`config.mk`:
```
export PLATFORM = sky130hd
export DESIGN_NAME = soc_top
export DESIGN_NICKNAME = d
export VERILOG_FILES = /design/src/design/soc_pkg.sv /design/src/design/soc_top.sv /design/src/design/gpio_port.sv /design/src/design/dev_table.sv /design/src/design/pi1_decoder.sv /design/src/design/soc_reset_ctrl.sv
export SDC_FILE = /design/constraint.sdc
export NUM_CORES = 1
export LEC_CHECK = 0
export ABC_AREA = 1
export BUFFER_PORTS_ARGS = -buffer_cell sky130_fd_sc_hd__buf_2
export CAP_MARGIN = 5
export CORE_UTILIZATION = 25
export DETAILED_ROUTE_END_ITERATION = 10
export HOLD_SLACK_MARGIN = 0.05
export PLACE_DENSITY_LB_ADDON = 0.08
export SYNTH_ARGS = -nofsm -noshare
export SYNTH_HDL_FRONTEND = slang
export SYNTH_SLANG_ARGS = --single-unit
```
`constraint.sdc`:
```
create_clock -name clk100mhz_i -period 1.7 [get_ports clk100mhz_i]
set_input_delay 0.17 -clock clk100mhz_i [delete_from_list [all_inputs] [get_ports clk100mhz_i]]
set_output_delay 0.17 -clock clk100mhz_i [all_outputs]
set_load 0.01 [all_outputs]
```
`src/design/soc_pkg.sv`:
```
// SoC package holding bus sizes, device map, op codes, device table contents and bus types.
package soc_pkg;

	// Bus word and address sizes.
	localparam int ARCH_W = 32;
	localparam int SEL_W = ARCH_W / 8;
	localparam int ADDR_W = 30;
	localparam int DEV_OFFSET_W = 10;
	localparam int DEV_INDEX_W = ADDR_W - DEV_OFFSET_W;

	// Device indices, one 4 KB window each.
	localparam int DEV_DEVTBL = 0;
	localparam int DEV_GP0IO = 1;
	localparam int DEV_GP1IO = 2;
	localparam int DEV_INVALID = 3;
	localparam int DEV_COUNT = 4;
	localparam int DEV_SEL_W = $clog2(DEV_COUNT);

	// Port widths and counter sizes.
	localparam int GP0IO_COUNT = 16;
	localparam int GP1IO_COUNT = 5;
	localparam int RST_CNTR_W = 6;
	localparam int ACTIVITY_CNTR_W = 7;

	// Op codes, code 3 behaves as a read.
	localparam logic [1:0] OP_NONE = 2'd0;
	localparam logic [1:0] OP_WRITE = 2'd1;
	localparam logic [1:0] OP_READ = 2'd2;

	// Device table contents.
	localparam int DEVTBL_CTRL_OFFSET = 1023;
	localparam logic [DEV_COUNT-1:0][15:0] DEV_ID_TABLE = {16'd0, 16'd6, 16'd6, 16'd7};
	localparam logic [DEV_COUNT-1:0] DEV_USEINTR_TABLE = 4'b0110;
	localparam int DEV_MAPSZ = 2 ** DEV_OFFSET_W;

	typedef struct packed {
		logic [DEV_INDEX_W-1:0]  dev_index;
		logic [DEV_OFFSET_W-1:0] offset;
	} pi1_addr_fields_t;

	// Word address, seen flat or split into device index and offset.
	typedef union packed {
		logic [ADDR_W-1:0] word;
		pi1_addr_fields_t  fields;
	} pi1_addr_u;

	typedef struct packed {
		logic [1:0]        op;
		pi1_addr_u         addr;
		logic [ARCH_W-1:0] data;
		logic [SEL_W-1:0]  sel;
	} pi1_req_t;

	typedef struct packed {
		logic              rdy;
		logic [ARCH_W-1:0] data;
	} pi1_rsp_t;

	typedef struct packed {
		logic [15:0] id;
		logic        useintr;
		logic [14:0] mapsz;
	} devtbl_entry_t;

	typedef struct packed {
		logic warm;
		logic pwroff;
	} rst_req_t;

endpackage
```
`src/design/soc_top.sv`:
```
// SoC top level tying reset control, bus decoder, device table and both GPIO ports together.
module soc_top (
	input  logic                             clk100mhz_i,
	input  logic                             rst_p,
	input  soc_pkg::pi1_req_t                req_i,
	output soc_pkg::pi1_rsp_t                rsp_o,
	input  logic [soc_pkg::GP0IO_COUNT-1:0]  gp0_i,
	output logic [soc_pkg::GP0IO_COUNT-1:0]  gp0_o,
	input  logic [soc_pkg::GP1IO_COUNT-1:0]  gp1_i,
	output logic [1:0]                       intrqst_o,
	output logic                             sys_rst_o,
	output logic                             activity_o
);
	import soc_pkg::*;

	rst_req_t rst_req;
	pi1_req_t dev_req [DEV_COUNT-1];
	pi1_rsp_t dev_rsp [DEV_COUNT-1];

	soc_reset_ctrl i_reset_ctrl (
		.clk100mhz_i (clk100mhz_i),
		.rst_p       (rst_p),
		.rst_req_i   (rst_req),
		.sys_rst_o   (sys_rst_o)
	);

	pi1_decoder i_decoder (
		.clk100mhz_i (clk100mhz_i),
		.sys_rst_i   (sys_rst_o),
		.req_i       (req_i),
		.dev_req_o   (dev_req),
		.dev_rsp_i   (dev_rsp),
		.rsp_o       (rsp_o),
		.activity_o  (activity_o)
	);

	dev_table i_dev_table (
		.clk100mhz_i (clk100mhz_i),
		.sys_rst_i   (sys_rst_o),
		.req_i       (dev_req[DEV_DEVTBL]),
		.rsp_o       (dev_rsp[DEV_DEVTBL]),
		.rst_req_o   (rst_req)
	);

	// Port 0 drives the board outputs directly.
	gpio_port #(
		.IO_COUNT (GP0IO_COUNT)
	) i_gp0io (
		.clk100mhz_i (clk100mhz_i),
		.sys_rst_i   (sys_rst_o),
		.req_i       (dev_req[DEV_GP0IO]),
		.rsp_o       (dev_rsp[DEV_GP0IO]),
		.io_i        (gp0_i),
		.io_o        (gp0_o),
		.intrqst_o   (intrqst_o[0])
	);

	// Port 1 is input only, buttons have no matching outputs.
	gpio_port #(
		.IO_COUNT (GP1IO_COUNT)
	) i_gp1io (
		.clk100mhz_i (clk100mhz_i),
		.sys_rst_i   (sys_rst_o),
		.req_i       (dev_req[DEV_GP1IO]),
		.rsp_o       (dev_rsp[DEV_GP1IO]),
		.io_i        (gp1_i),
		.io_o        (),
		.intrqst_o   (intrqst_o[1])
	);

endmodule

```
`src/design/gpio_port.sv`:
```
// General-purpose I/O port with synchronized inputs, byte-writable outputs and change interrupt.
module gpio_port #(
	parameter int IO_COUNT = 16
) (
	input  logic                 clk100mhz_i,
	input  logic                 sys_rst_i,
	input  soc_pkg::pi1_req_t    req_i,
	output soc_pkg::pi1_rsp_t    rsp_o,
	input  logic [IO_COUNT-1:0]  io_i,
	output logic [IO_COUNT-1:0]  io_o,
	output logic                 intrqst_o
);
	import soc_pkg::*;

	logic [IO_COUNT-1:0]     sync1_q;
	logic [IO_COUNT-1:0]     sync2_q;
	logic [IO_COUNT-1:0]     prev_q;
	logic [DEV_OFFSET_W-1:0] offset;
	logic                    is_write;
	logic                    is_read;
	logic                    in_changed;
	logic                    rdy_q;
	logic [ARCH_W-1:0]       data_q;

	assign offset = req_i.addr.fields.offset;
	assign is_write = (req_i.op == OP_WRITE);
	assign is_read = (req_i.op != OP_NONE) && !is_write;
	assign in_changed = (sync2_q != prev_q);

	// Two-flop input synchronizer, plus the copy used for edge detection.
	always_ff @(posedge clk100mhz_i) begin
		sync1_q <= io_i;
		sync2_q <= sync1_q;
		prev_q <= sync2_q;
	end

	always_ff @(posedge clk100mhz_i) begin
		if (sys_rst_i) begin
			io_o <= '0;
		end else if (is_write && (offset == DEV_OFFSET_W'(1))) begin
			for (int b = 0; b < IO_COUNT; b++) begin
				if (req_i.sel[b / 8]) begin
					io_o[b] <= req_i.data[b];
				end
			end
		end
	end

	// A fresh change takes priority over the clear from reading offset 0.
	always_ff @(posedge clk100mhz_i) begin
		if (sys_rst_i) begin
			intrqst_o <= 1'b0;
		end else if (in_changed) begin
			intrqst_o <= 1'b1;
		end else if (is_read && (offset == '0)) begin
			intrqst_o <= 1'b0;
		end
	end

	always_ff @(posedge clk100mhz_i) begin
		if (sys_rst_i) begin
			rdy_q <= 1'b0;
		end else begin
			rdy_q <= (req_i.op != OP_NONE);
		end
	end

	always_ff @(posedge clk100mhz_i) begin
		data_q <= '0;
		if (is_read && (offset == '0)) begin
			data_q <= ARCH_W'(sync2_q);
		end else if (is_read && (offset == DEV_OFFSET_W'(1))) begin
			data_q <= ARCH_W'(io_o);
		end
	end

	assign rsp_o.rdy = rdy_q;
	assign rsp_o.data = data_q;

endmodule

```
`src/design/dev_table.sv`:
```
// Device table with read-only per-device entries and the software reset control word.
module dev_table (
	input  logic               clk100mhz_i,
	input  logic               sys_rst_i,
	input  soc_pkg::pi1_req_t  req_i,
	output soc_pkg::pi1_rsp_t  rsp_o,
	output soc_pkg::rst_req_t  rst_req_o
);
	import soc_pkg::*;

	logic                    is_write;
	logic                    is_read;
	logic                    ctrl_wr;
	logic [DEV_OFFSET_W-1:0] offset;
	devtbl_entry_t           entry;
	logic                    rdy_q;
	logic [ARCH_W-1:0]       data_q;

	assign offset = req_i.addr.fields.offset;
	assign is_write = (req_i.op == OP_WRITE);
	assign is_read = (req_i.op != OP_NONE) && !is_write;
	assign ctrl_wr = is_write && (offset == DEV_OFFSET_W'(DEVTBL_CTRL_OFFSET));

	// Offsets past the last device read as zero.
	always_comb begin
		entry = '0;
		for (int i = 0; i < DEV_COUNT; i++) begin
			if (offset == DEV_OFFSET_W'(i)) begin
				entry.id = DEV_ID_TABLE[i];
				entry.useintr = DEV_USEINTR_TABLE[i];
				entry.mapsz = 15'(DEV_MAPSZ);
			end
		end
	end

	always_ff @(posedge clk100mhz_i) begin
		if (sys_rst_i) begin
			rdy_q <= 1'b0;
			rst_req_o <= '0;
		end else begin
			rdy_q <= (req_i.op != OP_NONE);
			// Bits 1:0 select warm (01), cold (11) or power-off (10).
			rst_req_o.warm <= ctrl_wr && req_i.data[0];
			rst_req_o.pwroff <= ctrl_wr && (req_i.data[1:0] == 2'b10);
		end
	end

	always_ff @(posedge clk100mhz_i) begin
		data_q <= is_read ? ARCH_W'(entry) : '0;
	end

	assign rsp_o.rdy = rdy_q;
	assign rsp_o.data = data_q;

endmodule

```
`src/design/pi1_decoder.sv`:
```
// PI1 bus decoder routing requests to fixed device windows and answering invalid addresses.
module pi1_decoder (
	input  logic               clk100mhz_i,
	input  logic               sys_rst_i,
	input  soc_pkg::pi1_req_t  req_i,
	output soc_pkg::pi1_req_t  dev_req_o [soc_pkg::DEV_COUNT-1],
	input  soc_pkg::pi1_rsp_t  dev_rsp_i [soc_pkg::DEV_COUNT-1],
	output soc_pkg::pi1_rsp_t  rsp_o,
	output logic               activity_o
);
	import soc_pkg::*;

	logic [DEV_INDEX_W-1:0]     dev_index;
	logic                       req_valid;
	logic                       inv_hit;
	logic [DEV_SEL_W-1:0]       dev_sel_q;
	logic                       inv_rdy_q;
	logic [ACTIVITY_CNTR_W-1:0] activity_cntr;

	assign dev_index = req_i.addr.fields.dev_index;
	assign req_valid = (req_i.op != OP_NONE) && !sys_rst_i;
	assign inv_hit = (dev_index >= DEV_INDEX_W'(DEV_INVALID));

	// Each device sees the request, but only the addressed one gets a live op.
	always_comb begin
		for (int i = 0; i < DEV_COUNT - 1; i++) begin
			dev_req_o[i] = req_i;
			if (!req_valid || (dev_index != DEV_INDEX_W'(i))) begin
				dev_req_o[i].op = OP_NONE;
			end
		end
	end

	// Remember the target so its response can be picked next cycle.
	always_ff @(posedge clk100mhz_i) begin
		dev_sel_q <= inv_hit ? DEV_SEL_W'(DEV_INVALID) : dev_index[DEV_SEL_W-1:0];
	end

	// Built-in responder for anything outside the device windows.
	always_ff @(posedge clk100mhz_i) begin
		if (sys_rst_i) begin
			inv_rdy_q <= 1'b0;
		end else begin
			inv_rdy_q <= req_valid && inv_hit;
		end
	end

	// Invalid responder returns zero data.
	always_comb begin
		rsp_o = '0;
		rsp_o.rdy = inv_rdy_q;
		for (int i = 0; i < DEV_COUNT - 1; i++) begin
			if (dev_sel_q == DEV_SEL_W'(i)) begin
				rsp_o = dev_rsp_i[i];
			end
		end
	end

	// Dimmed indicator: one pulse, then blind for the counter period.
	always_ff @(posedge clk100mhz_i) begin
		if (sys_rst_i) begin
			activity_o <= 1'b0;
			activity_cntr <= '0;
		end else if (activity_cntr != '0) begin
			activity_o <= 1'b0;
			activity_cntr <= activity_cntr - 1'b1;
		end else if (req_valid && inv_hit) begin
			activity_o <= 1'b1;
			activity_cntr <= '1;
		end else begin
			activity_o <= 1'b0;
		end
	end

endmodule

```
`src/design/soc_reset_ctrl.sv`:
```
// Reset sequencer combining the board reset, software resets and the power-off latch.
module soc_reset_ctrl (
	input  logic               clk100mhz_i,
	input  logic               rst_p,
	input  soc_pkg::rst_req_t  rst_req_i,
	output logic               sys_rst_o
);
	import soc_pkg::*;

	logic [RST_CNTR_W-1:0] rst_cntr;
	logic                  pwroff_q;

	// Reload on board reset or warm request, then count down to zero.
	always_ff @(posedge clk100mhz_i) begin
		if (rst_p || rst_req_i.warm) begin
			rst_cntr <= '1;
		end else if (rst_cntr != '0) begin
			rst_cntr <= rst_cntr - 1'b1;
		end
	end

	// Power-off holds the system in reset until the board reset button.
	always_ff @(posedge clk100mhz_i) begin
		if (rst_p) begin
			pwroff_q <= 1'b0;
		end else if (rst_req_i.pwroff) begin
			pwroff_q <= 1'b1;
		end
	end

	// A cold request has already been folded into warm by the device table.
	assign sys_rst_o = (rst_cntr != '0) || pwroff_q;

endmodule

```
# After elaboration in Yosys (flattened, before gate mapping)
# Cells that the tools add are included.
[word_totals] register_bits=205 in_bits=91 out_inout_bits=53 elab_cells=110
[classes] add_sub_neg=2 magnitude_cmp=1 n_eq_ne=14 mux=21 bitwise=1 reduce_logical=42
[ops] operator="$mux 33" count=3
[ops] operator="$mux 19" count=3
[ops] operator="$mux 16" count=2
[ops] operator="$eq 10x2->1 const B" count=2
[ops] operator="$ge 20x2->1 const B" count=1
[ops] operator="$ne 20x1->1 const B" count=1
[ops] operator="$ne 20x2->1 const B" count=1
[ops] operator="$reduce_bool 20->1" count=1
[ops] operator="$ne 16x16->1" count=1
[ops] operator="$logic_and 1x1->1" count=14
[ops] operator="$mux 7" count=2
[ops] operator="$reduce_bool 2->1" count=7
[ops] operator="$mux 11" count=1
[ops] operator="$eq 10x1->1 const B" count=1
[ops] operator="$eq 10x10->1 const B" count=1
[ops] operator="$logic_not 10->1" count=1
[ops] operator="$mux 5" count=2
[ops] operator="$eq 2x1->1 const B" count=4
[ops] operator="$reduce_bool 7->1" count=1
[ops] operator="$sub 7x1->7 const B" count=1
[ops] operator="$mux 2" count=3
[ops] operator="$reduce_and 2->1" count=3
[ops] operator="$reduce_bool 6->1" count=1
[ops] operator="$sub 6x1->6 const B" count=1
[ops] operator="other kinds (9)" count=23

# Longest topological paths before layout
# Gate-level depths: netlist of the first run.
[logic_depth] depth_word=13 mapped_depth=12 mapped_depth_nobuf=12

# Hierarchy
# From an unflattened synthesis of the first run, not the netlist that was laid out.
[unflattened] hier_cells=1038 area_unflattened_um2=7579.8
[by_module_without_submodules] mod="gpio_port (i_gp0io)" n_inst=1 cells_per_inst=327 area_per_inst_um2=2753.9 seq_area_each_um2=1641.6
[by_module_without_submodules] mod="pi1_decoder" n_inst=1 cells_per_inst=437 area_per_inst_um2=2740.1 seq_area_each_um2=220.2
[by_module_without_submodules] mod="gpio_port (i_gp1io)" n_inst=1 cells_per_inst=150 area_per_inst_um2=1194.9 seq_area_each_um2=540.5
[by_module_without_submodules] mod="dev_table" n_inst=1 cells_per_inst=71 area_per_inst_um2=515.5 seq_area_each_um2=140.1
[by_module_without_submodules] mod="soc_reset_ctrl" n_inst=1 cells_per_inst=53 area_per_inst_um2=375.4 seq_area_each_um2=140.1

# Least setup slack after synthesis of the first run
# No wires, ideal clock.
[synth_timing] path_kind="reg-to-reg" start="reg i_reset_ctrl.rst_cntr[0]" end="reg i_gp0io.data_q[10]" setup_time_ns=0.059 t_arrival_ns=1.627 required_ns=1.641 setup_slack_ns=0.015 stages_incl_launch_ff=12 path_buffers=1 period_less_slack_ns=1.685 path_cell_list="dfxtp_1 inv_1 ha_1 inv_1 nor2_2 nand4_4 clkinv_4 nand2_4 nor3_4 buf_6 nand4_1 nand2_1"
[synth_via] elab_chain_len=13 word_cells_on_any_way=15 classes_between="1 x eq/ne; 3 x mux; 11 x reduce/logical"
[synth_lines] item="start: declaration" line="soc_reset_ctrl.sv:10" text="logic [RST_CNTR_W-1:0] rst_cntr;"
[synth_lines] item="start signal: assignment" line="soc_reset_ctrl.sv:18" text="rst_cntr <= rst_cntr - 1'b1;"
[synth_lines] item="$reduce_bool 6->1 *" line="soc_reset_ctrl.sv:32" text="assign sys_rst_o = (rst_cntr != '0) || pwroff_q;"
[synth_lines] item="$logic_or 1x1->1 *" line="soc_reset_ctrl.sv:32"
[synth_lines] item="net sys_rst_o" line="soc_top.sv:11" text="output logic sys_rst_o,"
[synth_lines] item="$logic_not 1->1 *" line="pi1_decoder.sv:21" text="assign req_valid = (req_i.op != OP_NONE) && !sys_rst_i;"
[synth_lines] item="$logic_and 1x1->1 *" line="pi1_decoder.sv:21"
[synth_lines] item="$logic_not 1->1 *" line="pi1_decoder.sv:28" text="if (!req_valid || (dev_index != DEV_INDEX_W'(i))) begin"
[synth_lines] item="$logic_or 1x1->1 *" line="pi1_decoder.sv:28"
[synth_lines] item="$mux 2 *" line="pi1_decoder.sv:28"
[synth_lines] item="$eq 2x1->1" line="gpio_port.sv:26" text="assign is_write = (req_i.op == OP_WRITE);"
[synth_lines] item="$logic_not 1->1" line="gpio_port.sv:27" text="assign is_read = (req_i.op != OP_NONE) && !is_write;"
[synth_lines] item="$logic_and 1x1->1 *" line="gpio_port.sv:27"
[synth_lines] item="$logic_and 1x1->1" line="gpio_port.sv:72" text="end else if (is_read && (offset == DEV_OFFSET_W'(1))) begin"
[synth_lines] item="$mux 16" line="gpio_port.sv:72"
[synth_lines] item="$mux 16 *" line="gpio_port.sv:70" text="if (is_read && (offset == '0)) begin"
[synth_lines] item="end signal: assignment" line="gpio_port.sv:71" text="data_q <= ARCH_W'(sync2_q);"
[synth_lines] item="end signal: assignment" line="gpio_port.sv:73" text="data_q <= ARCH_W'(io_o);"
[synth_lines] item="end: declaration" line="gpio_port.sv:23" text="logic [ARCH_W-1:0] data_q;"
# The timed path passes the listed nets; every way through them passes the cells marked *.
# A chain may end at the register's enable or synchronous reset.

# Worst setup path in the final report of the first run
[layout_timing] start="reg i_reset_ctrl.rst_cntr[0]" end="reg i_gp0io.data_q[12]"
[layout_via] elab_chain_len=13 word_cells_on_any_way=15 classes_between="1 x eq/ne; 3 x mux; 11 x reduce/logical"
[layout_lines] item="$reduce_bool 6->1 *" line="soc_reset_ctrl.sv:32"
[layout_lines] item="$logic_or 1x1->1 *" line="soc_reset_ctrl.sv:32"
[layout_lines] item="$logic_not 1->1 *" line="pi1_decoder.sv:21"
[layout_lines] item="$logic_and 1x1->1 *" line="pi1_decoder.sv:21"
[layout_lines] item="$logic_not 1->1 *" line="pi1_decoder.sv:28"
[layout_lines] item="$logic_or 1x1->1 *" line="pi1_decoder.sv:28"
[layout_lines] item="$mux 2 *" line="pi1_decoder.sv:28"
[layout_lines] item="$eq 2x1->1" line="gpio_port.sv:26"
[layout_lines] item="$logic_not 1->1" line="gpio_port.sv:27"
[layout_lines] item="$logic_and 1x1->1 *" line="gpio_port.sv:27"
[layout_lines] item="$logic_and 1x1->1" line="gpio_port.sv:72"
[layout_lines] item="$mux 16" line="gpio_port.sv:72"
[layout_lines] item="$mux 16 *" line="gpio_port.sv:70"
# Mark *: on every way between the ends. The rest lies on a longest branch, timed or not.

==> reports/qor.csv, run 1 <==
stage,metric,value,unit
synthesis,synth-xor-area-share,0.03216,
die,die_area,21280,sq um
grt,grt_pass1_wl,23090,um
timing,setup_violations,1,
synthesis,netlist_area,5175,sq um
power_and_ir_drop,p_leak,0.003393,uW
routing,detail_route.wirelength,14220,um
critical_path,worst-path-max-fanout,5,
timing,slew_viol_final,0,
cells_and_area,layout-drive-gt1-share,0.2610,
grt,grt_max_degree,42,
routing,wire_per_inst,12.82,um
critical_path,crit_type,reg2reg,
routing,post-route-drc-count,0,
timing,min_period,1.704,ns
cells_and_area,final_util,0.3638,
cells_and_area,syn2layout_area_growth,42.26,%
die,num_rows,52,
die,dieWidth,145.9,um
clock_network,insertion_delay,0.41,ns
routing,drtPass1Iterations,4,
timing,hold_viol_final,0,
cells_and_area,antenna_cells,0,
clock_network,clk_pin_slew,0.06,ns
run,cap_violations,0,
power_and_ir_drop,ir_drop,640.8,uV
synthesis,syn_area_per_cell,8.036,sq um
die,ios,144,
die,coreArea,20230,sq um
timing,rsz0062_at_grt,yes,
synthesis,synthTopCellsByArea,"dfxtp_1, nand2_1, nor2_1",
status,violations,negative setup slack,
status,outcome,"finished, violations left",
synthesis,synth_top_family_by_area,simple AND/OR/NAND/NOR gates,
place,dp_hpwl,10310,um
place,dpl.cell_count,1027,
synthesis,synth_top_area_frac,0.5184,
place,place_ws,-0.04923,ns
cells_and_area,final_cells,1109,
synthesis,ys_seq_area_frac,0.5184,
cells_and_area,seqCellArea,2686,sq um
timing,worst_slack,-0.004270,ns
timing,fin_crit_sh,1.003,
routing,via_count,4578,
routing,via_per_inst,4.128,
synthesis,ys_ff_latch,134,
synthesis,muxShareOfSynthArea,0,
synthesis,async_flop_share,0,
routing,drtIter0Drc,173,
grt,antenna_found_initial,0,
routing,ant_nets,0,
synthesis,yosys.area_share.simple,0.3121,
clock_network,clk_path_buf_depth,2,
power_and_ir_drop,p_per_area,969.3,nW/um^2
synthesis,synth_cell_types,32,
critical_path,ff2ff_path_depth,12,
worst_hold_path,min_path_cells,4,
die,chipHeight,145.9,um
timing,fmax,586.8,MHz
die,start_util,0.2558,
timing,skew,0.006212,ns
clock_network,htree_levels,4,
place,place_congestion,0.7896,
worst_hold_path,hold_class,in2reg,
cells_and_area,final_nets,924,
cells_and_area,fillers,2120,
cells_and_area,multi_input_area,2081,sq um
clock_network,clkSinkCount,134,
synthesis,synth_edf_count,0,
synthesis,synth_top_area_cell,dfxtp_1,
grt,grt_pass1_vias,4640,
clock_network,cts_buffers,17,
synthesis,ys_warn_count,0,
grt,grt_use_total,0.1405,
critical_path,worstPathRequired,2.05,ns
synthesis,synth_top_flop_cell,dfxtp_1,
place,place.port_buffers,112,
timing,finalSetupTns,-0.004270,ns
synthesis,synth_adder_area_share,0.009671,
synthesis,syn_inst,644,
clock_network,root_buffer,clkbuf_16,
critical_path,critPathArrivalTime,2.06,ns
synthesis,synth_compound_area_frac,0.02273,
critical_path,crit_path_end_kind,register,
critical_path,startpoint_type,register,
grt,overflow,0,
clock_network,tritoncts,yes,
flip-flops by register name, indices dropped and copies added (netlist names):
signal and cells:
i_gp1io.rdy_q 1, i_gp1io.sync2_q 5, i_dev_table.rdy_q 1, i_dev_table.data_q 4, i_gp0io.prev_q 16, i_gp0io.rdy_q 1, i_gp0io.sync2_q 16, i_gp0io.data_q 16
i_decoder.dev_sel_q 2, i_reset_ctrl.rst_cntr 6, i_decoder.activity_o 1, i_decoder.activity_cntr 7, i_gp1io.data_q 5, i_reset_ctrl.pwroff_q 1, i_gp0io.intrqst_o 1, i_gp0io.sync1_q 16
i_gp1io.io_o 5, i_decoder.inv_rdy_q 1, i_gp1io.sync1_q 5, i_gp1io.intrqst_o 1, i_dev_table.rst_req_o 2, i_gp1io.prev_q 5, i_gp0io.io_o 16
cells in the mapped netlist, drive strengths merged (8+ instances only):
cell / number
a21oi: 8
buf: 32
dfxtp: 134
inv: 80
nand2: 117
nand3: 31
nand3b: 12
nand4: 51
nor2: 123
nor3: 8
o21ai: 10
xnor2: 11
xor2: 8
layout by cell type (no fill, tap or decap), types with 2 or more instances in the layout:
cell,instances
nand2_1,111
buf_12,4
clkinvlp_4,2
dlygate4sd3_1,38
inv_1,72
a21oi_1,8
inv_2,5
nand2_4,2
buf_2,111
nand2_2,4
or2_2,4
nand4_1,50
buf_4,27
clkbuf_16,20
buf_8,2
buf_6,5
nor2_1,113
bufinv_16,2
dfxtp_2,3
nand3b_1,12
dfxtp_1,131
xor2_1,8
clkbuf_8,2
nor2_4,9
o21ai_0,9
nand3_1,29
inv_4,3
xnor2_1,11
conb_1,13
clkinv_2,4
nor3_2,2
a31oi_1,2
ha_1,3
nor3_1,5
path summary, 6_finish.rpt:
check	start	to	slack, ns
worst min register to register	i_gp0io.sync1_q[8]	i_gp0io.sync2_q[8]	0.32
worst max register to register	i_reset_ctrl.rst_cntr[0]	i_gp0io.data_q[12]	-0.004
worst max-delay path	i_reset_ctrl.rst_cntr[0]	i_gp0io.data_q[12]	-0.004
worst min-delay path	req_i[16]	i_gp0io.io_o[12]	0.07
logic make-up (layout without fill, tap and decap cells):
| family | count (synthesis) | after routing |
|---|---|---|
| AO/OA/AOI/OAI | 22 | 22 |
| XOR/XNOR | 19 | 19 |
| adder cells (fa/ha/maj) | 4 | 4 |
| buffers and inverters | 117 | 300 |
| flip-flops | 134 | 134 |
| other | 1 | 13 |
| AND/OR/NAND/NOR | 347 | 347 |
per-layer routing:
metal / share of wire / GRT usage
met5: 0 / 0
met4: 0.021 / 0.06684
met3: 0.040 / 0.03197
met2: 0.45 / 0.2206
met1: 0.49 / 0.1820
cell type report:
| cell class | count | area share |
|---|---|---|
| tap | 270 | 0.04589 |
| sequential | 134 | 0.3649 |
| clock inverter | 9 | 0.01411 |
| multi-input combinational | 405 | 0.2826 |
| timing repair buffer | 190 | 0.1875 |
| inverter | 81 | 0.04300 |
| clock buffer | 20 | 0.06203 |
through the flow:
stage | cell area (sq um) | hold WS (ns) | total power [uW]
after global placement | 6106 | 0.2733 | 3586
after floorplan | 5220 | 0.1977 | 3476
after detailed placement | 6106 | 0.2736 | 3592
after CTS | 7139 | 0.05394 | 7241
after global routing | 7362 | 0.08117 | 7435
final | 7362 | 0.07066 | 7136
report_power, final:
group | internal (uW) | switching [uW] | leakage (uW)
Combinational | 179 | 141 | 0.00202
Clock | 2200 | 1330 | 0.000274
Sequential | 3230 | 48.5 | 0.00110
critical path, cell delays in order, from the launching register on:
cell,delay (ns)
dfxtp_2,0.32
inv_2,0.07
ha_4,0.13
inv_2,0.04
nor2_4,0.10
nand4_4,0.16
clkinv_4,0.09
nand2_4,0.06
nor3_4,0.15
buf_12,0.15
buf_12,0.11
nand4_1,0.13
nand2_1,0.11
what timing repair did:
action | CTS | global route
cloned | 1 | 3
resized for setup | 20 | 20
hold buffers | 38 | 0
endpoints found under the setup margin | 55 | 67
buffers inserted | 2 | 9
endpoints found under the hold margin | 42 | 0
pin swaps | 1 | 7
Note: power is estimated with default switching activity, not from simulation.
==> run 2, diff against run 1 <==
--- a/config.mk
+++ b/config.mk
@@ -14,4 +14,5 @@
 export PLACE_DENSITY_LB_ADDON = 0.08
 export SYNTH_ARGS = -nofsm -noshare
 export SYNTH_HDL_FRONTEND = slang
+export SYNTH_HIERARCHICAL = 1
 export SYNTH_SLANG_ARGS = --single-unit
==> reports/qor.csv, run 2 <==
stage,metric,value,unit,change
grt,overflow,0,,unchanged
clock_network,clk_pin_slew,0.06,ns,about the same
die,die_area,26700,sq um,+25%
timing,slew_headroom,0.6554,,
clock_network,clkSinkCount,134,,unchanged
timing,holdWs,0.1160,ns,+0.04531 ns
routing,via_count,5232,,+14%
critical_path,regToRegEndpoint,i_gp0io/intrqst_o,,
critical_path,crit_slowest_cell,or3_4,,
critical_path,worst-path-max-fanout,23,,+18
power_and_ir_drop,p_leak,0.004315,uW,+27%
grt,grt_pass1_vias,4922,,+6.1%
critical_path,worstPathCellList,"inv_2, ha_4, nand3_4, or2_4, inv_4, o21ai_4, or3_4, nor2_4, inv_2, nor3_4, nand2_2, buf_12, nand2_1, nand3_1, nand2_1, inv_1",,
critical_path,worstReg2RegStart,i_reset_ctrl/rst_cntr[1],,
cells_and_area,final_util,0.3450,,-0.01886
routing,ant_nets,0,,unchanged
power_and_ir_drop,power_frac_seq,0.436,,-0.023
timing,fin_crit_sh,1.334,,+0.3314
routing,detail_route.wirelength,16150,um,+14%
cells_and_area,layout_commonest_cell,nand2_1,,
clock_network,clk_path_buf_depth,2,,unchanged
power_and_ir_drop,p_per_area,854.3,nW/um^2,-12%
power_and_ir_drop,combPwrFrac,0.052,,+0.007
timing,rsz0062_at_grt,yes,,
worst_hold_path,min-delay-start,req_i[46],,
timing,setup_violations,53,,+52
grt,grt_pass1_wl,25440,um,+10%
routing,post-route-drc-count,0,,unchanged
place,dpl-instance-area,7099,sq um,+16%
clock_network,cts_buffers,17,,unchanged
cells_and_area,multi_input_area,2982,sq um,+43%
place,place.port_buffers,112,,unchanged
worst_hold_path,hold_class,in2reg,,
cells_and_area,layout-drive-gt1-share,0.3108,,+0.04977
clock_network,tritoncts,yes,,
run,cap_violations,0,,unchanged
critical_path,crit_path_end_kind,register,,
critical_path,path_buf_inv,5,,unchanged
power_and_ir_drop,pwr-share-clk,0.512,,+0.016
synthesis,syn_area_per_cell,7.270,sq um,-9.5%
power_and_ir_drop,ir_drop,503.7,uV,-21%
clock_network,root_buffer,clkbuf_16,,
die,start_util,0.2565,,+0.0007025
power_and_ir_drop,power.switching,1707,uW,+12%
cells_and_area,fillers,2787,,+31%
critical_path,startpoint_type,register,,
status,outcome,"finished, violations left",,
routing,wire_per_inst,11.57,um,-9.7%
timing,worst_slack,-0.5677,ns,-0.5634 ns
routing,drtPass1Iterations,5,,+1
critical_path,critPathArrivalTime,2.59,ns,+0.53 ns
cells_and_area,antenna_cells,0,,unchanged
worst_hold_path,min_to,i_decoder/dev_sel_q[0],,
power_and_ir_drop,swShare,0.2280,,+0.01433
status,violations,negative setup slack,,
timing,skew,0.01541,ns,+0.009199 ns
clock_network,htree_levels,4,,unchanged
grt,grt_max_degree,24,,-43%
timing,hold_viol_final,0,,unchanged
cells_and_area,finalInstanceArea,8762,sq um,+19%
critical_path,crit_type,reg2reg,,
place,place_ws,-0.6385,ns,-0.5893 ns
power_and_ir_drop,internal-power,5779,uW,+3.0%
timing,min_period,2.268,ns,+0.5634 ns
critical_path,critPathTopFamily,simple AND/OR/NAND/NOR gates,,
cells_and_area,seqCellArea,2693,sq um,+0.23%
grt,antenna_found_initial,0,,unchanged
clock_network,insertion_delay,0.42,ns,about the same
critical_path,worstPathRequired,2.02,ns,-0.03 ns
die,chipHeight,163.4,um,+12%
timing,fmax,441.0,MHz,-25%
timing,slew_viol_final,0,,unchanged
cells_and_area,syn2layout_area_growth,34.52,%,
grt,grt_use_total,0.1255,,-0.01507
routing,via_per_inst,3.751,,-9.1%
place,dp_hpwl,11750,um,+14%
critical_path,ff2ff_path_depth,16,,+4
worst_hold_path,min_path_cells,4,,unchanged
die,coreArea,25400,sq um,+26%
cells_and_area,final_nets,1147,,+24%
die,dieWidth,163.4,um,+12%
critical_path,ff2ff_setup_slack,-0.57,ns,-0.56 ns
timing,tightest_slew,0.5150,ns,
critical_path,max_stage_delay,0.37,ns,+0.05 ns
synthesis,syn_inst,896,,+39%
timing,finalSetupTns,-22.60,ns,-22.60 ns
synthesis,ys_warn_count,6,,+6
die,num_rows,58,,+12%
routing,drtIter0Drc,173,,unchanged
synthesis,netlist_area,6514,sq um,+26%
cells_and_area,layout_common_cells,"nand2_1, dfxtp_1, buf_2",,
place,place_congestion,0.7500,,-5.0%
die,ios,144,,unchanged
-- run 2: stage by stage --
stage          total power (uW)  instances
2_1_floorplan              3696        963
3_3_place_gp               3649       1303
3_5_place_dp               3650       1303
4_1_cts                    7599       1386
5_1_grt                    7800       1395
6_report                   7486       1395
-- run 2: how the worst max path moves through the flow --
stage	startpoint	to	slack [ns]	cells after the start
after global placement	i_reset_ctrl/rst_cntr[1]	i_gp0io/intrqst_o	-0.61	16
after detailed placement	i_reset_ctrl/rst_cntr[1]	i_gp0io/intrqst_o	-0.64	16
after global routing	i_reset_ctrl/rst_cntr[1]	i_gp0io/io_o[15]	-0.71	15
after CTS	i_reset_ctrl/rst_cntr[1]	i_gp0io/io_o[6]	-0.56	14
after floorplan	i_reset_ctrl/rst_cntr[0]	i_gp0io/data_q[0]	-0.62	14
final	i_reset_ctrl/rst_cntr[1]	i_gp0io/intrqst_o	-0.57	16
-- run 2: power by group through the flow --
stage          clock [uW]  combinational [uW]  sequential, uW
2_1_floorplan           0                 367            3330
3_3_place_gp            0                 310            3340
3_5_place_dp            0                 309            3340
4_1_cts              3940                 388            3270
5_1_grt              4080                 443            3270
6_report             3830                 388            3270
-- run 2: final cells by class --
type	instances	area share
tap	330	0.04712
inverter	110	0.04926
sequential	134	0.3073
timing repair buffer	216	0.1862
clock buffer	18	0.05012
clock inverter	13	0.01971
multi-input combinational	574	0.3403
-- run 2: layer usage --
metal | vias up | global-route usage | part of all wire
met4 | 0 | 0.04333 | 0.014
met5 | - | 0 | 0
li1 | 2846 | - | -
met1 | 2293 | 0.1516 | 0.45
met2 | 77 | 0.2163 | 0.50
met3 | 16 | 0.02895 | 0.034
-- run 2: tightest hold or removal path: stages --
cell and delay [ns]:
buf_2 0.09, buf_4 0.11, inv_1 0.04, nand2_1 0.07
-- run 2: repair_timing --
action | in CTS | in global routing
pin swaps | 32 | 14
hold buffers | 38 | 0
hold endpoints to repair | 38 | 0
setup endpoints to repair | 72 | 79
buffers inserted | 13 | 8
gates cloned | 1 | 1
gates resized for setup | 65 | 57
